`src/hw/fetch_pkg.sv`:
```
`default_nettype none

// Fetch-stage definitions
package fetch_pkg;

  // Buffer occupancy, one state per filled slot count
  typedef enum logic [1:0] {
    eEMPTY, // Nothing held
    eBUSY,  // Output register valid
    eFULL   // Output and skid register valid
  } fetch_state_e;

  // Operations for the skid buffer
  typedef enum logic [2:0] {
    eHOLD,  // No change
    eLOAD,  // Response into output reg
    eFILL,  // Response into skid reg
    eFLOW,  // Response replaces output reg
    eFLUSH, // Skid reg into output reg
    ePASS,  // Skid to output, response to skid
    eDROP   // Redirect, clear both
  } buf_op_e;

  // Buffer depth, also the number of request credits
  localparam int unsigned NUM_CREDITS = 2;

endpackage : fetch_pkg

`default_nettype wire

```
`src/hw/rv_arch_pkg.sv`:
```
`default_nettype none

// Architecture-level definitions of the RV32 core
package rv_arch_pkg;

  // Data and address width
  localparam int unsigned XLEN = 32;

  // One instruction or address word
  typedef logic [XLEN-1:0] word_t;

  // No compressed instructions, so every fetch is a full word
  localparam int unsigned INSTR_BYTES = 4;

  // Default boot address
  localparam word_t RESET_VECTOR = 32'h8000_0000;

endpackage : rv_arch_pkg

`default_nettype wire

```
`src/hw/fetch_ctrl.sv`:
```
`default_nettype none

module fetch_ctrl (
  input  wire logic              clk_i,
  input  wire logic              rstn_i,
  // Memory side
  input  wire logic              instr_req_ready_i,
  input  wire logic              instr_rsp_valid_i,  // Response port is always ready
  // Decoder and redirect
  input  wire logic              dec_ready_i,
  input  wire logic              redirect_i,         // Aligned jump accepted this cycle
  output logic                   instr_req_valid_o,
  output logic                   dec_valid_o,
  output logic                   req_adv_o,          // Request transfer
  output logic                   dec_adv_o,          // Decoder transfer
  output fetch_pkg::buf_op_e     buf_op_o
);

  localparam int unsigned CNT_W = $clog2(fetch_pkg::NUM_CREDITS + 1);
  localparam logic [CNT_W-1:0] MAX_CREDITS = CNT_W'(fetch_pkg::NUM_CREDITS);

  fetch_pkg::fetch_state_e state_q, state_d;
  logic [CNT_W-1:0] credits_q, credits_d;    // Free slots not yet promised to a request
  logic [CNT_W-1:0] discards_q, discards_d;  // Responses still to be swallowed
  logic [CNT_W-1:0] occupancy;
  logic [CNT_W-1:0] outstanding;             // Requests accepted, response not yet seen
  logic             rsp_keep;                // Response goes into the buffer
  logic             rsp_discard;             // Response belongs to a dropped request
  logic             req_valid_q;
  logic             dec_valid_q;

  assign req_adv_o   = req_valid_q && instr_req_ready_i;
  assign dec_adv_o   = dec_valid_q && dec_ready_i;
  assign rsp_discard = instr_rsp_valid_i && (discards_q != '0);
  assign rsp_keep    = instr_rsp_valid_i && (discards_q == '0);

  // Slots filled, from the state
  always_comb begin
    case (state_q)
      fetch_pkg::eBUSY: occupancy = CNT_W'(1);
      fetch_pkg::eFULL: occupancy = CNT_W'(2);
      default:          occupancy = '0;
    endcase
  end

  // Every credit not free is either a held instruction or an open request
  assign outstanding = MAX_CREDITS - credits_q - occupancy;

  //////////////////////////////////////////////////////////////////////
  // Buffer opcode and next state
  //////////////////////////////////////////////////////////////////////
  always_comb begin
    buf_op_o = fetch_pkg::eHOLD;
    state_d  = state_q;
    case (state_q)
      fetch_pkg::eEMPTY: begin
        if (rsp_keep) begin   // Load
          buf_op_o = fetch_pkg::eLOAD;
          state_d  = fetch_pkg::eBUSY;
        end
      end
      fetch_pkg::eBUSY: begin
        if (rsp_keep && dec_adv_o) begin          // Flow
          buf_op_o = fetch_pkg::eFLOW;
        end else if (rsp_keep) begin              // Fill
          buf_op_o = fetch_pkg::eFILL;
          state_d  = fetch_pkg::eFULL;
        end else if (dec_adv_o) begin             // Unload, data left stale
          state_d  = fetch_pkg::eEMPTY;
        end
      end
      fetch_pkg::eFULL: begin
        if (rsp_keep && dec_adv_o) begin          // Pass
          buf_op_o = fetch_pkg::ePASS;
        end else if (dec_adv_o) begin             // Flush
          buf_op_o = fetch_pkg::eFLUSH;
          state_d  = fetch_pkg::eBUSY;
        end
        // No dump case, credits keep a third response away
      end
      default: state_d = fetch_pkg::eEMPTY;
    endcase
    if (redirect_i) begin
      buf_op_o = fetch_pkg::eDROP;
      state_d  = fetch_pkg::eEMPTY;
    end
  end

  //////////////////////////////////////////////////////////////////////
  // Credit and discard counters
  //////////////////////////////////////////////////////////////////////
  always_comb begin
    if (redirect_i) begin
      // Everything in flight after this edge is stale
      discards_d = outstanding + CNT_W'(req_adv_o) - CNT_W'(instr_rsp_valid_i);
      credits_d  = MAX_CREDITS - discards_d;
    end else begin
      discards_d = discards_q - CNT_W'(rsp_discard);
      credits_d  = credits_q - CNT_W'(req_adv_o) + CNT_W'(dec_adv_o)
                   + CNT_W'(rsp_discard);
    end
  end

  always_ff @(posedge clk_i) begin
    if (!rstn_i) begin
      state_q     <= fetch_pkg::eEMPTY;
      credits_q   <= MAX_CREDITS;
      discards_q  <= '0;
      req_valid_q <= 1'b0;
      dec_valid_q <= 1'b0;
    end else begin
      state_q     <= state_d;
      credits_q   <= credits_d;
      discards_q  <= discards_d;
      req_valid_q <= (credits_d != '0) && (discards_d == '0);  // Stall while draining
      dec_valid_q <= (state_d != fetch_pkg::eEMPTY);
    end
  end

  assign instr_req_valid_o = req_valid_q;
  assign dec_valid_o       = dec_valid_q;

endmodule : fetch_ctrl

`default_nettype wire

```
`src/hw/fetch_pc_counter.sv`:
```
`default_nettype none

module fetch_pc_counter #(
  parameter rv_arch_pkg::word_t BOOT_ADDR = rv_arch_pkg::RESET_VECTOR
) (
  input  wire logic                clk_i,
  input  wire logic                rstn_i,
  input  wire logic                jmp_valid_i,
  input  wire rv_arch_pkg::word_t  jmp_addr_i,
  input  wire logic                req_adv_i,        // Request accepted by memory
  input  wire logic                dec_adv_i,        // Instruction taken by decoder
  output rv_arch_pkg::word_t       instr_req_addr_o,
  output rv_arch_pkg::word_t       dec_pc_o,
  output logic                     redirect_o,       // Aligned jump, same cycle
  output logic                     exception_o,      // Misaligned target, one cycle
  output rv_arch_pkg::word_t       fault_addr_o
);

  localparam int unsigned ALIGN_BITS = $clog2(rv_arch_pkg::INSTR_BYTES);
  localparam rv_arch_pkg::word_t PC_STEP = rv_arch_pkg::word_t'(rv_arch_pkg::INSTR_BYTES);

  rv_arch_pkg::word_t req_pc_q;
  rv_arch_pkg::word_t dec_pc_q;
  logic               jmp_aligned;
  logic               exc_q;
  rv_arch_pkg::word_t fault_q;

  assign jmp_aligned = (jmp_addr_i[ALIGN_BITS-1:0] == '0);
  assign redirect_o  = jmp_valid_i && jmp_aligned;

  //////////////////////////////////////////////////////////////////////
  // PC registers
  //////////////////////////////////////////////////////////////////////
  // Redirect wins over a request fired in the same cycle
  always_ff @(posedge clk_i) begin
    if (!rstn_i) begin
      req_pc_q <= BOOT_ADDR;
    end else if (redirect_o) begin
      req_pc_q <= jmp_addr_i;
    end else if (req_adv_i) begin
      req_pc_q <= req_pc_q + PC_STEP;
    end
  end

  // PC of the instruction on the decoder port
  always_ff @(posedge clk_i) begin
    if (!rstn_i) begin
      dec_pc_q <= BOOT_ADDR;
    end else if (redirect_o) begin
      dec_pc_q <= jmp_addr_i;
    end else if (dec_adv_i) begin
      dec_pc_q <= dec_pc_q + PC_STEP;
    end
  end

  //////////////////////////////////////////////////////////////////////
  // Misaligned jump exception
  //////////////////////////////////////////////////////////////////////
  always_ff @(posedge clk_i) begin
    if (!rstn_i) begin
      exc_q <= 1'b0;
    end else begin
      exc_q <= jmp_valid_i && !jmp_aligned;  // Jump is ignored otherwise
    end
  end

  // Held until the next bad target
  always_ff @(posedge clk_i) begin
    if (jmp_valid_i && !jmp_aligned) fault_q <= jmp_addr_i;
  end

  assign instr_req_addr_o = req_pc_q;
  assign dec_pc_o         = dec_pc_q;
  assign exception_o      = exc_q;
  assign fault_addr_o     = fault_q;

endmodule : fetch_pc_counter

`default_nettype wire

```
`src/hw/fetch_skid_buffer.sv`:
```
`default_nettype none

module fetch_skid_buffer (
  input  wire logic                clk_i,
  input  wire logic                rstn_i,
  input  wire fetch_pkg::buf_op_e  buf_op_i,
  input  wire rv_arch_pkg::word_t  rsp_data_i,
  input  wire logic                rsp_error_i,
  output rv_arch_pkg::word_t       dec_instr_o,
  output logic                     dec_error_o
);

  rv_arch_pkg::word_t out_data_q, skid_data_q;
  logic               out_err_q, skid_err_q;
  logic               out_en;     // Output register write
  logic               skid_en;    // Skid register write
  logic               use_skid;   // Output takes skid instead of response
  logic               drop;
  rv_arch_pkg::word_t sel_data;
  logic               sel_err;

  //////////////////////////////////////////////////////////////////////
  // Opcode decode
  //////////////////////////////////////////////////////////////////////
  always_comb begin
    out_en   = 1'b0;
    skid_en  = 1'b0;
    use_skid = 1'b0;
    drop     = 1'b0;
    case (buf_op_i)
      fetch_pkg::eLOAD,
      fetch_pkg::eFLOW:  out_en = 1'b1;
      fetch_pkg::eFILL:  skid_en = 1'b1;
      fetch_pkg::eFLUSH: begin
        out_en   = 1'b1;
        use_skid = 1'b1;
      end
      fetch_pkg::ePASS: begin  // Both move at once
        out_en   = 1'b1;
        skid_en  = 1'b1;
        use_skid = 1'b1;
      end
      fetch_pkg::eDROP:  drop = 1'b1;
      default: ;               // Hold
    endcase
  end

  assign sel_data = use_skid ? skid_data_q : rsp_data_i;
  assign sel_err  = use_skid ? skid_err_q  : rsp_error_i;

  // Instruction words
  always_ff @(posedge clk_i) begin
    if (out_en)  out_data_q  <= sel_data;
    if (skid_en) skid_data_q <= rsp_data_i;
  end

  // Error flags, cleared on reset and redirect
  always_ff @(posedge clk_i) begin
    if (!rstn_i || drop) begin
      out_err_q  <= 1'b0;
      skid_err_q <= 1'b0;
    end else begin
      if (out_en)  out_err_q  <= sel_err;
      if (skid_en) skid_err_q <= rsp_error_i;
    end
  end

  assign dec_instr_o = out_data_q;
  assign dec_error_o = out_err_q;

endmodule : fetch_skid_buffer

`default_nettype wire

```
`src/hw/fetch_unit.sv`:
```
`default_nettype none

module fetch_unit #(
  parameter rv_arch_pkg::word_t BOOT_ADDR = rv_arch_pkg::RESET_VECTOR
) (
  input  wire logic                clk_i,
  input  wire logic                rstn_i,
  // Instruction memory request
  output logic                     instr_req_valid_o,
  output rv_arch_pkg::word_t       instr_req_addr_o,
  input  wire logic                instr_req_ready_i,
  // Instruction memory response, in order
  input  wire logic                instr_rsp_valid_i,
  input  wire rv_arch_pkg::word_t  instr_rsp_data_i,
  input  wire logic                instr_rsp_error_i,
  output logic                     instr_rsp_ready_o,
  // Decoder
  output logic                     dec_valid_o,
  output rv_arch_pkg::word_t       dec_instr_o,
  output rv_arch_pkg::word_t       dec_pc_o,
  output logic                     dec_error_o,   // Bus error on this fetch
  input  wire logic                dec_ready_i,
  // Redirect from later stages
  input  wire logic                jmp_valid_i,
  input  wire rv_arch_pkg::word_t  jmp_addr_i,
  output logic                     exception_o,   // Misaligned jump target
  output rv_arch_pkg::word_t       fault_addr_o
);

  logic               redirect;
  logic               req_adv;
  logic               dec_adv;
  fetch_pkg::buf_op_e buf_op;

  // Credits guarantee room for every response
  assign instr_rsp_ready_o = 1'b1;

  //////////////////////////////////////////////////////////////////////
  // Control FSM
  //////////////////////////////////////////////////////////////////////
  fetch_ctrl ctrl_i (
    .clk_i             (clk_i),
    .rstn_i            (rstn_i),
    .instr_req_ready_i (instr_req_ready_i),
    .instr_rsp_valid_i (instr_rsp_valid_i),
    .dec_ready_i       (dec_ready_i),
    .redirect_i        (redirect),
    .instr_req_valid_o (instr_req_valid_o),
    .dec_valid_o       (dec_valid_o),
    .req_adv_o         (req_adv),
    .dec_adv_o         (dec_adv),
    .buf_op_o          (buf_op)
  );

  // Request and decode PCs
  fetch_pc_counter #(
    .BOOT_ADDR (BOOT_ADDR)
  ) pc_i (
    .clk_i            (clk_i),
    .rstn_i           (rstn_i),
    .jmp_valid_i      (jmp_valid_i),
    .jmp_addr_i       (jmp_addr_i),
    .req_adv_i        (req_adv),
    .dec_adv_i        (dec_adv),
    .instr_req_addr_o (instr_req_addr_o),
    .dec_pc_o         (dec_pc_o),
    .redirect_o       (redirect),
    .exception_o      (exception_o),
    .fault_addr_o     (fault_addr_o)
  );

  // Two-entry instruction buffer
  fetch_skid_buffer buf_i (
    .clk_i       (clk_i),
    .rstn_i      (rstn_i),
    .buf_op_i    (buf_op),
    .rsp_data_i  (instr_rsp_data_i),
    .rsp_error_i (instr_rsp_error_i),
    .dec_instr_o (dec_instr_o),
    .dec_error_o (dec_error_o)
  );

endmodule : fetch_unit

`default_nettype wire

```
`config.mk`:
```
export PLATFORM = sky130hd
export DESIGN_NAME = fetch_unit
export DESIGN_NICKNAME = d
export VERILOG_FILES = /design/src/hw/fetch_pkg.sv /design/src/hw/rv_arch_pkg.sv /design/src/hw/fetch_ctrl.sv /design/src/hw/fetch_pc_counter.sv /design/src/hw/fetch_skid_buffer.sv /design/src/hw/fetch_unit.sv
export SDC_FILE = /design/constraint.sdc
export NUM_CORES = 1
export LEC_CHECK = 0
export ABC_AREA = 1
export BUFFER_PORTS_ARGS = -buffer_cell sky130_fd_sc_hd__buf_2
export CELL_PAD_IN_SITES_DETAIL_PLACEMENT = 0
export CELL_PAD_IN_SITES_GLOBAL_PLACEMENT = 1
export CORE_ASPECT_RATIO = 1.2
export CORE_MARGIN = 2
export CORE_UTILIZATION = 42
export CTS_CLUSTER_SIZE = 40
export DETAILED_ROUTE_END_ITERATION = 16
export PLACE_DENSITY_LB_ADDON = 0.1
export SETUP_SLACK_MARGIN = 0.05
export SYNTH_ARGS = -nofsm -noshare
export SYNTH_HDL_FRONTEND = slang
export SYNTH_HIERARCHICAL = 1
export SYNTH_SLANG_ARGS = --single-unit
```
`constraint.sdc`:
```
create_clock -name clk_i -period 4.9 [get_ports clk_i]
set_clock_uncertainty 0.2 [all_clocks]
set_input_delay 0.98 -clock clk_i [delete_from_list [all_inputs] [get_ports clk_i]]
set_output_delay 0.98 -clock clk_i [all_outputs]
set_load 0.02 [all_outputs]
```
==> results list, run 1 <==
- The run finished with clean final reports.
- Netlist cell types: 39
- Req. time, crit path: roughly 4800 ps
* Share of synthesized area occupied by flip-flops and latches: 0.5177
* Core Footprint: about 0.020 mm^2
- The worst setup path is of the in -> reg kind.
* Die Wd: about 130 um
- Setup violations remaining at the end of the flow were counted as 0.
- Max-slew headroom: 0.2990
- Number of H-tree levels: 4
- For this design the ratio of total power to cell area is between 400 and 500 mW/mm^2.
- Total standard cell area after synthesis: around 0.0085 mm^2
- For this design, the sink count on the clock tree is 171.
- Gp weighted congestion: 0.8641
- Upper clock frequency limit: between 300 and 400 MHz
- For this run, the post-layout net count is ~1300.
- In the routed design, unresolved DRC markers number 0.
* Layout Cell Area excl Fill: slightly above 0.01 mm^2
- Buffers placed on the I/O ports in this run total approximately 200.
- Share of layout cells above drive strength 1: 0.2138
- # hold bufs at CTS: 0
* Transition at the pin with the smallest max-transition slack: 1049 ps
- Subtracting the final worst setup slack from the clock period gives about 3200 ps.
- Aggregate routed wire length: about 25 mm
- Simple logic cell fraction of the synthesized area: 0.3107
* Worst hold path class: reg -> reg
* VDD IR-drop max: 0.2621 mV
* Routed length per instance: approximately 16 um
* Global-route wire length before repair: roughly 39 mm
- Post-detail-place hpwl: around 18 mm
* Leakage Power: 4.384 nW
* Vias/cell: roughly 5.0
- Number of flip-flops and latches in the synthesized netlist: 171
- Number of buffers created by CTS: 17
- On the worst path, the slowest cell contributes a delay of 460 ps.
* Area Growth Syn to Fin: 21.35%
* Cell Chain, Critical Path: buf_2 > inv_1 > nor3_4 > inv_1 > nand2_1 > inv_2 > nand2_4 > nand2_1 > buf_4
- Iter 0 DRT Violations: 502
* Buffers from clock root to sink, at most: 2
- The largest individual stage delay along the critical path comes from the cell sky130_fd_sc_hd__inv_2.
- Commonest non-fill, non-tap cells in the layout: sky130_fd_sc_hd__nand2_1, sky130_fd_sc_hd__buf_2, sky130_fd_sc_hd__nor2_1
- Setup repair after global routing missed its margin: no
* Number of rows in the core area: between 50 and 60
- Once the clock tree was built, the resizer swapped 0 gates to a different size.
- Data on the critical path arrives at its endpoint at between 3000 and 4000 ps.
* Kind of end point of the critical path: flip-flop
- Post-synth net total: 1146
- Total cell area at the placement stage: between 0.009 and 0.01 mm^2
- After layout, the design draws a total of 4.343 mW.
* Number of pins exceeding their max-slew limit in the final report: 0
- Xor and xnor fraction of the mapped netlist area: 0.01034
- Entering global routing, the biggest net connects 56 pins.
- The root buffer cell chosen for the clock tree is sky130_fd_sc_hd__clkbuf_16.
* Util after Layout: 0.5220
- Number of global-route vias before repair: 7195
- The detail route stage leaves a number of antenna-violating nets equal to 0.
* Max FO, Critical Path: 35
* Synth Area in Compound Gates: 0.09248
* Fraction of the cycle the final worst path needs: 0.6524
* CTS tree: done
- Synthesized area divided by synthesized cell count: 7.923 um^2
- Vias: slightly below 8000
* Most common cell after layout, fill and taps aside: sky130_fd_sc_hd__nand2_1
- The initial antenna violation count is 1.
- The count of cells in the finished layout, fillers not included, comes to between 1500 and 2000.
* Multiplexer share of the synthesized area: 0
- Cell count after placement: roughly 1500
* # Max-Cap Violations: 0
* Number of cells produced by synthesis: 1069
- Post-synthesis share of cell area spent on full adders, half adders and majority gates: 0.01064
- Combinational family with the most area after synthesis: simple AND/OR/NAND/NOR gates
- The total overflow left after global routing is 0.
* Startpoint type of the worst setup path: input port
* Starting utilization of the core area: 0.4302
- Yosys printed 6 warnings.
- Count of TritonRoute iterations in the first routing pass: 5
- Global-route usage over all layers: 0.2350
* Setup TNS: 0 ps
- From bottom edge to top edge, the die measures 159.6 um.
- Post-CTS setup repair buffer count: 0
- For this design the top-level I/O count stands at roughly 200.
- Total die area: ~0.021 mm^2
- Clock latency on the worst-skew pair, taken at its later pin, is ~440 ps.
- Clock transition at path regs: approximately 70 ps
- The final number of hold-violating endpoints is 0.
## flip-flops by register name, indices dropped and copies added (netlist names)
| signal | cells |
|---|---|
| pc_i/fault_addr_o | 32 |
| pc_i/dec_pc_o | 32 |
| ctrl_i/instr_req_valid_o | 1 |
| buf_i/skid_err_q | 1 |
| pc_i/exception_o | 1 |
| ctrl_i/dec_valid_o | 1 |
| buf_i/dec_error_o | 1 |
| ctrl_i/state_q | 2 |
| ctrl_i/discards_q | 2 |
| ctrl_i/credits_q | 2 |
| buf_i/skid_data_q | 32 |
| pc_i/instr_req_addr_o | 32 |
| buf_i/dec_instr_o | 32 |
## per-stage QoR
step                setup WS [ps]  hold slack, ps
floorplan                    1363           314.5
global placement             1269           217.9
detailed placement           1238           222.0
CTS                          1701           232.4
global route                 1442           252.3
finish                       1703           233.1
## routing by layer
metal	routed length, um	part of all wire	vias up	global-route usage
met2	12130	0.49	261	0.4028
li1	-	-	3922	-
met3	1450	0.058	32	0.04171
met4	513	0.021	0	0.07979
met1	10750	0.43	3508	0.2987
met5	0	0	-	0
## worst paths after layout
| path | from | to | slack, ps | cells past startpoint |
|---|---|---|---|---|
| min | pc_i/instr_req_addr_o[1]$_SDFFE_PN0P_ | pc_i/instr_req_addr_o[1]$_SDFFE_PN0P_ | 230 | 2 |
| max | jmp_valid_i | buf_i/dec_instr_o[21]$_DFFE_PP_ | 1700 | 9 |
| min reg2reg | pc_i/instr_req_addr_o[1]$_SDFFE_PN0P_ | pc_i/instr_req_addr_o[1]$_SDFFE_PN0P_ | 230 | 2 |
| max reg2reg | ctrl_i/discards_q[1]$_SDFF_PN0_ | buf_i/dec_instr_o[21]$_DFFE_PP_ | 2120 | 9 |
## synthesized netlist by cell type, drive strengths merged
cell	count	area [um^2]
nor3b	2	15.01
o21ai	65	329.1
conb	1	3.750
nand2	362	1379
edfxtp	96	2883
clkinv	1	3.750
buf	29	173.9
ha	4	50.05
nor3	6	46.30
or2	7	43.80
nand4	6	37.54
dfxtp	75	1501
o21bai	5	41.29
xor2	10	87.58
a31oi	23	143.9
inv	74	277.8
a21oi	47	239.0
nor2	141	556.8
clkbuf	9	33.78
nand3	83	425.4
nand3b	17	127.6
a211oi	1	7.510
fa	2	40.04
o211ai	3	22.52
## power breakdown
group	switching (mW)	internal, mW
Combinational	0.700	0.335
Clock	0.681	0.698
Sequential	0.164	1.77
Total	1.54	2.80
## critical path, delay by kind of cell
family	cells	cell delay [ps]
buffers and inverters	5	1310
AND/OR/NAND/NOR	4	770
## cells by family after synthesis
| logic type | Yosys count |
|---|---|
| adders and majority gates | 6 |
| AOI/OAI and AO/OA | 144 |
| xor gates and xnor gates | 10 |
| buffers and inverters | 113 |
| DFF | 171 |
| and+or+nand+nor | 624 |
| other | 1 |
## cell type report
class                           count  area, um^2
Sequential cell                   171        4384
Tap cell                          261       326.6
Multi-Input combinational cell    785        3607
Timing Repair Buffer              209        1064
Antenna cell                        1       2.502
Inverter                           75       281.5
Fill cell                        1983        9412
Clock inverter                     15       186.4
Clock buffer                       17       425.4
(Power assumes the default switching activity.)
==> run 2, diff against run 1 <==
--- a/config.mk
+++ b/config.mk
@@ -5,13 +5,13 @@
 export SDC_FILE = /design/constraint.sdc
 export NUM_CORES = 1
 export LEC_CHECK = 0
-export ABC_AREA = 1
+export ABC_AREA = 0
 export BUFFER_PORTS_ARGS = -buffer_cell sky130_fd_sc_hd__buf_2
 export CELL_PAD_IN_SITES_DETAIL_PLACEMENT = 0
 export CELL_PAD_IN_SITES_GLOBAL_PLACEMENT = 1
 export CORE_ASPECT_RATIO = 1.2
 export CORE_MARGIN = 2
-export CORE_UTILIZATION = 42
+export CORE_UTILIZATION = 41
 export CTS_CLUSTER_SIZE = 40
 export DETAILED_ROUTE_END_ITERATION = 16
 export PLACE_DENSITY_LB_ADDON = 0.1
==> constraint.sdc (replaced) <==
create_clock -name clk_i -period 3 [get_ports clk_i]
set_clock_uncertainty 0.2 [all_clocks]
set_input_delay 0.6 -clock clk_i [delete_from_list [all_inputs] [get_ports clk_i]]
set_output_delay 0.6 -clock clk_i [all_outputs]
set_load 0.02 [all_outputs]
==> results list, run 2 <==
* Number of global-route vias before repair: around 5600
- Global-route usage over all layers: 0.1958
- Adding up every negative setup slack in the final design gives 0 ps.
* Vias/cell: about 5.4
- The share of the Yosys chip area taken by registers is 0.5886.
- Switching Fraction: 0.3147
- Cell Chain, Critical Path: buf_2 > or3b_4 > inv_2 > o21bai_2 > nand2b_4 > o21ai_4
- Die Wd: 127.0 um
- Root Driver: sky130_fd_sc_hd__clkbuf_16
- For the pin with the worst max-slew slack, the measured transition is 1001 ps.
* Multiplexer share of the synthesized area: 0.06719
* Number of buffers created by CTS: 17
- Buffers from clock root to sink, at most: 2
- Global-route wire length before repair: roughly 30 mm
- After synthesis, the netlist uses 64 different library cells.
- Commonest non-fill, non-tap cells in the layout: sky130_fd_sc_hd__buf_2, sky130_fd_sc_hd__edfxtp_1, sky130_fd_sc_hd__dfxtp_1
- # Max-Cap Violations: 0
- Worst Hold End: pc_i/fault_addr_o[12]$_DFFE_PP_
* Origin of the critical flop-to-flop path: ctrl_i/discards_q[0]$_SDFF_PN0_
- Source of the critical timing path: jmp_addr_i[1]
- Max-slew headroom: 0.3299
* Biggest area contributors in the synthesized netlist: sky130_fd_sc_hd__edfxtp_1, sky130_fd_sc_hd__dfxtp_1, sky130_fd_sc_hd__mux2_4
* Setup repair after global routing missed its margin: no
- Minimum clock period after layout: around 2500 ps
- Post-CTS setup repair buffer count: 0
- YS warnings: 6
* Number of enable flip-flop cells after synthesis: 96
- The max-slew violation total from the final report was 0.
* Routed length per instance: approximately 18 um
- Logic depth of the worst setup path including buffers: 6
- The complex-gate fraction of the synthesized area is 0.1080.
- Of the total power, the clock network draws 0.337.
- Remaining number of nets flagged by the antenna check after routing: 0
* Share of the synthesized area in the top cell type: 0.3870
- Count of filler cells inserted in the layout: 1575
* PwrDens: ~710 mW/mm^2
- Clock transition at path regs: roughly 80 ps
- Area used by multi-input combinational logic: around 0.0029 mm^2
* Share of layout cells above drive strength 1: 0.3623
- Combinational family with the most area after synthesis: simple AND/OR/NAND/NOR gates
* Most common cell after layout, fill and taps aside: sky130_fd_sc_hd__buf_2
- Of the total power, registers draw 0.458.
* Die height: around 150 um
- Antenna violations before repair: 0
- For this configuration, the core starts out at a cell density of 0.4144.
- Setup slack at placement: 19.00 ps
* Vias: 5691
- Together, buffers and inverters on the worst path number 2.
- Iter 0 DRT Violations: 294
- Fin worst setup slack: just over 500 ps
- Arrival time at the worst endpoint: around 2400 ps
- Row generation in the floorplan step produced 54 rows.
- The share of total power dissipated in combinational logic is 0.205.
- The run finished with clean final reports.
- Once detailed placement completed, the half-perimeter wirelength came to ~14 mm.
* VDD IR-drop max: 0.3700 mV
- Final count of negative-setup-slack endpoints: 0
- For this run, the slowest stage of the critical path takes 790 ps.
- Along the worst path, the maximum fanout reaches 33.
- Count of input and output buffers: between 200 and 250
- The kind of cell with the highest combined delay along the critical path is compound AO/OA/AOI/OAI gates.
- Final number of hold-violating endpoints: 0
* Flop-to-flop setup slack: around 520 ps
* CTS tree: done
* Core Footprint: ~0.018 mm^2
- Terminus of the critical flop-to-flop path: buf_i/skid_data_q[27]$_DFFE_PP_
- Kind of end point of the critical path: flip-flop
- After detailed routing, the number of remaining DRC violations is 0.
* Xor and xnor fraction of the mapped netlist area: 0.03712
* Leading area contributor after synthesis: sky130_fd_sc_hd__edfxtp_1
- Counting flops with an async set or reset pin after synthesis yields a share of 0.
- Source-to-sink clock delay at the later pin of the worst-skew pair: between 400 and 500 ps
- Post-synth net total: just under 700
* Number of flip-flops and latches in the synthesized netlist: 171
- Upper clock frequency limit: roughly 400 MHz
- Req. time, crit path: ~2900 ps
- After clock tree synthesis, the flow added hold-fix buffers numbering 0.
- Count of clock tree sinks: between 150 and 200
- Summed over all cells, the static leakage comes to between 3 and 4 nW.
- From synthesis to final layout, the design area changed by 25.63%.
- Routability-driven placement finished with a final weighted congestion of around 0.77.
- Synth top cells by count: sky130_fd_sc_hd__edfxtp_1, sky130_fd_sc_hd__dfxtp_1, sky130_fd_sc_hd__o21ai_0
- Wires add up to 18.85 mm.
- Worst hold path class: in -> reg
* Crit path max-delay cell type: sky130_fd_sc_hd__o21ai_4
- By instance count, the leading cell after synthesis is sky130_fd_sc_hd__edfxtp_1.
- Util after Layout: 0.5207
- Startpoint type of the worst setup path: input port
- Total standard cell area after synthesis: roughly 0.0074 mm^2
* Simple logic cell fraction of the synthesized area: 0.1540
- In the finished design, the share of the clock period the worst path needs comes to 0.8310.
- Resized cells post-CTS: 0
- Total die area: between 0.015 and 0.02 mm^2
- Switching pwr: about 2.1 mW
- Number of primary I/O pins: about 200
- Worst Reg-to-Reg Cells: 4
- The H-tree was split into 4 levels.
- Internal portion of total power: between 4 and 5 mW
* Leading register cell type out of synthesis: sky130_fd_sc_hd__edfxtp_1
- The startpoint identified for the worst hold timing path is jmp_addr_i[12].
- Number of cells produced by synthesis: between 600 and 700
- The sequential cells in the finished layout cover a total of about 0.0044 mm^2.
- Worst setup path category: in -> reg
* Post-synthesis share of cell area spent on full adders, half adders and majority gates: 0.01344
- Counting instances, the worst hold path has a depth of 1.
* Pin count of the biggest net entering global routing: 93
* Final #Nets: between 800 and 900
- Synthesized area divided by synthesized cell count: 12.17 um^2
- For this run the aggregate overflow at the end of global routing stands at 0.
* Count of TritonRoute iterations in the first routing pass: 5
run 2: cell count changes in the layout (fill, tap and decap cells not counted), moves of 15 or more:
cell / before / now
sky130_fd_sc_hd__mux2_4: 0 / 29
sky130_fd_sc_hd__nor2_1: 133 / 9
sky130_fd_sc_hd__a21oi_1: 46 / 29
sky130_fd_sc_hd__inv_1: 71 / 7
sky130_fd_sc_hd__nand2_1: 356 / 34
sky130_fd_sc_hd__o21ai_0: 61 / 38
sky130_fd_sc_hd__nand4_1: 6 / 23
sky130_fd_sc_hd__nand3_1: 81 / 21
sky130_fd_sc_hd__or4_1: 0 / 15
sky130_fd_sc_hd__nand3b_1: 17 / 2
run 2: worst max-delay path by stage:
stage / slack (ps) / to
6_report: 510 / buf_i/skid_data_q[27]$_DFFE_PP_
5_1_grt: 370 / buf_i/skid_data_q[27]$_DFFE_PP_
4_1_cts: 480 / buf_i/skid_data_q[3]$_DFFE_PP_
3_5_place_dp: 20 / buf_i/skid_data_q[20]$_DFFE_PP_
3_3_place_gp: 90 / buf_i/skid_data_q[20]$_DFFE_PP_
2_1_floorplan: 50 / buf_i/skid_data_q[0]$_DFFE_PP_
run 2: per-stage QoR:
step                      cells  hold WS [ps]  instance area [um^2]  power (mW)
final                      1053         152.5                  9358       6.599
after global routing       1052         124.0                  9355       6.930
after CTS                  1052         132.4                  9355       6.673
after detailed placement   1020         261.9                  8735       4.443
after global placement     1020         262.3                  8735       4.401
after floorplan             612         324.6                  7486       3.973
run 2: area by class of cell:
class | instances | share of cell area
inverter | 9 | 0.003610
tap | 224 | 0.02995
multi-input combinational | 398 | 0.3065
timing repair buffer | 218 | 0.1249
clock inverter | 15 | 0.02086
sequential | 171 | 0.4685
antenna | 1 | 0.0002674
clock buffer | 17 | 0.04546
run 2: metal layers:
metal / vias to the layer above / routed length [um] / GRT usage
met3: 29 / 1080 / 0.05407
met5: - / 0 / 0
li1: 2770 / - / -
met4: 0 / 408 / 0.07692
met1: 2717 / 8002 / 0.2353
met2: 175 / 9355 / 0.3352
run 2: power groups by stage:
stage          Clock (mW)  Combinational [mW]  Sequential [mW]
4_1_cts              2.28                1.37             3.02
5_1_grt              2.39                1.48             3.06
3_3_place_gp            0                1.34             3.06
6_report             2.22                1.35             3.02
2_1_floorplan           0               0.650             3.32
3_5_place_dp            0                1.37             3.08
run 2: cells by family after synthesis:
logic type | Yosys count
xor+xnor | 30
compound gates | 132
flops | 171
simple gates | 193
mux | 35
fa+ha+maj | 7
buf+inv | 43
other cells | 1
==> run 3, diff against run 2 <==
--- a/config.mk
+++ b/config.mk
@@ -5,13 +5,13 @@
 export SDC_FILE = /design/constraint.sdc
 export NUM_CORES = 1
 export LEC_CHECK = 0
-export ABC_AREA = 0
+export ABC_AREA = 1
 export BUFFER_PORTS_ARGS = -buffer_cell sky130_fd_sc_hd__buf_2
 export CELL_PAD_IN_SITES_DETAIL_PLACEMENT = 0
 export CELL_PAD_IN_SITES_GLOBAL_PLACEMENT = 1
 export CORE_ASPECT_RATIO = 1.2
 export CORE_MARGIN = 2
-export CORE_UTILIZATION = 41
+export CORE_UTILIZATION = 35
 export CTS_CLUSTER_SIZE = 40
 export DETAILED_ROUTE_END_ITERATION = 16
 export PLACE_DENSITY_LB_ADDON = 0.1
==> constraint.sdc (replaced) <==
create_clock -name clk_i -period 2.1 [get_ports clk_i]
set_clock_uncertainty 0.2 [all_clocks]
set_input_delay 0.42 -clock clk_i [delete_from_list [all_inputs] [get_ports clk_i]]
set_output_delay 0.42 -clock clk_i [all_outputs]
set_load 0.02 [all_outputs]
==> results list, run 3 (synthesized netlist as in run 1, its figures left out) <==
- The initial antenna violation count was 0.
- The final layout contains around 1400 nets.
* Setup slack at placement: -172.1 ps
- Summing all placed instances gives a cell area of 0.01025 mm^2.
* Worst Reg-to-Reg Cells: 7
- CTS tree: done
* Die Wd: approximately 150 um
- Switching pwr: approximately 3.9 mW
- Routed length per instance: 16.88 um
* Fin worst setup slack: roughly 120 ps
- The die covers 0.02546 mm^2.
* Share of layout cells above drive strength 1: 0.2558
- Number of antenna cells inserted: 0
* Post-detail-place hpwl: about 20 mm
* Number of buffers created by CTS: 17
* Flop-to-flop setup slack: between 100 and 150 ps
* Startpoint type of the worst setup path: flip-flop
- The critical path crosses 7 cells after its start point.
* Number of primary I/O pins: 204
- Global-route wire length before repair: 43.82 mm
- Arrival time at the worst endpoint: about 1900 ps
- After detailed routing, the number of vias per cell comes to a little under 5.
- Iter 0 DRT Violations: just under 500
- Cell Chain, Critical Path: buf_4 > nor2_1 > o21ai_1 > a211oi_4 > nand3_4 > buf_12 > nand2_4
* Maximum single-stage delay on the critical path: approximately 330 ps
* Family with the most delay on the worst path: compound AO/OA/AOI/OAI gates
* Die height: roughly 170 um
- Commonest non-fill, non-tap cells in the layout: sky130_fd_sc_hd__nand2_1, sky130_fd_sc_hd__buf_2, sky130_fd_sc_hd__nor2_1
- Instance count along the most critical hold path: 1
- Area Growth Syn to Fin: 37.72%
- Setup repair after global routing left no endpoint under its margin.
* Aggregate routed wire length: ~29 mm
* Final number of hold-violating endpoints: 0
- The share of total power dissipated in sequential elements is 0.415.
* Clock power frac: 0.306
* Gp weighted congestion: roughly 0.85
- Together, buffers and inverters on the worst path number 2.
- Run status: completed
* Req. time, crit path: about 2000 ps
* Internal portion of total power: roughly 6.9 mW
* Clock transition at path regs: approximately 80 ps
* Leakage Power: slightly below 5 nW
- Number of rows in the core area: 62
- Core Footprint: 0.02389 mm^2
- Of the total power, combinational logic draws 0.280.
- Worst hold path class: in -> reg
* Layout Cell Area excl Fill: between 0.01 and 0.015 mm^2
* Worst setup path category: reg -> reg
- In this run the deepest clock path goes through 2 buffers.
- Source-to-sink clock delay at the later pin of the worst-skew pair: ~440 ps
* Count of input and output buffers: 202
* Count of TritonRoute iterations in the first routing pass: 5
- Minimum clock period after layout: about 2000 ps
- The root buffer cell chosen for the clock tree is sky130_fd_sc_hd__clkbuf_16.
* VDD IR-drop max: between 0.6 and 0.7 mV
* Most common cell after layout, fill and taps aside: sky130_fd_sc_hd__nand2_1
- The count of nets left with antenna violations once routing finished came out at 0.
- The worst setup path is captured at a flip-flop.
- Congestion Overflow GR: 0
- Global-route usage over all layers: 0.2202
- Number of global-route vias before repair: approximately 7700
- The H-tree was split into 4 levels.
- For this configuration, the core starts out at a cell density of 0.3545.
- Across the run, the number of max-cap violations was 0.
- The max-slew violation total from the final report was 0.
* Switching Fraction: 0.3638
- Max FO, Critical Path: 8
- Across all layers, the routed design uses 8171 vias.
* Final count of negative-setup-slack endpoints: 0
* Pin count of the biggest net entering global routing: 43
- PwrDens: 927.8 mW/mm^2
- After detailed routing, the number of remaining DRC violations is 0.
- The slowest stage of the critical path belongs to the cell sky130_fd_sc_hd__dfxtp_2.
- Fraction of the cycle the final worst path needs: 0.9412
- Clock tree synthesis found a total of 171 sinks.
- Upper clock frequency limit: around 500 MHz
-- run 3: worst paths after layout --
check                                   startpoint                               endpoint
max                   ctrl_i/state_q[0]$_SDFF_PN0_         buf_i/skid_data_q[5]$_DFFE_PP_
max reg2reg           ctrl_i/state_q[0]$_SDFF_PN0_         buf_i/skid_data_q[5]$_DFFE_PP_
min reg2reg  pc_i/instr_req_addr_o[1]$_SDFFE_PN0P_  pc_i/instr_req_addr_o[1]$_SDFFE_PN0P_
min                                 jmp_addr_i[10]        pc_i/fault_addr_o[10]$_DFFE_PP_
-- run 3: routing by layer --
layer | vias to the layer above | wire [um] | part of all wire | global-route usage
met5 | - | 0 | 0 | 0
met4 | 0 | 371 | 0.013 | 0.04976
met3 | 22 | 1255 | 0.044 | 0.03596
met2 | 227 | 14650 | 0.51 | 0.3890
met1 | 3775 | 12420 | 0.43 | 0.2833
li1 | 4147 | - | - | -
-- run 3: cell type report --
| cell class | instances | area, um^2 |
|---|---|---|
| Fill cell | 2441 | 12230 |
| Sequential cell | 171 | 4392 |
| Multi-Input combinational cell | 790 | 3832 |
| Timing Repair Buffer | 312 | 2122 |
| Clock buffer | 17 | 425.4 |
| Tap cell | 320 | 400.4 |
| Inverter | 75 | 290.3 |
| Clock inverter | 15 | 201.4 |
-- run 3: power by group through the flow --
stage	Clock, mW	Combinational (mW)	Sequential, mW
after detailed placement	0	2.76	4.56
after global placement	0	2.75	4.57
after floorplan	0	1.28	4.95
final	3.31	3.03	4.49
after global routing	3.50	3.33	4.57
after CTS	3.38	2.86	4.49
-- run 3: timing repair --
| item | 4_1_cts | 5_1_grt |
|---|---|---|
| gates cloned | 0 | 5 |
| gates resized for setup | 4 | 32 |
| hold buffers | 54 | 2 |
| pin swaps | 0 | 8 |
| setup endpoints to repair | 1 | 84 |
| endpoints found under the hold margin | 54 | 2 |
| setup buffers | 0 | 4 |
-- run 3: through the flow --
| stage | TNS, ps | util | hold WS [ps] | total power, mW | cells |
|---|---|---|---|---|---|
| floorplan | -3869 | - | 289.4 | 6.235 | 1069 |
| detailed placement | -3999 | 0.4288 | 227.7 | 7.324 | 1603 |
| global placement | -3956 | 0.4288 | 220.3 | 7.321 | 1603 |
| finish | 0 | 0.4882 | 15.63 | 10.82 | 1700 |
| CTS | 0 | 0.4785 | 1.673 | 10.73 | 1689 |
| global route | 0 | 0.4882 | 0.2949 | 11.40 | 1700 |
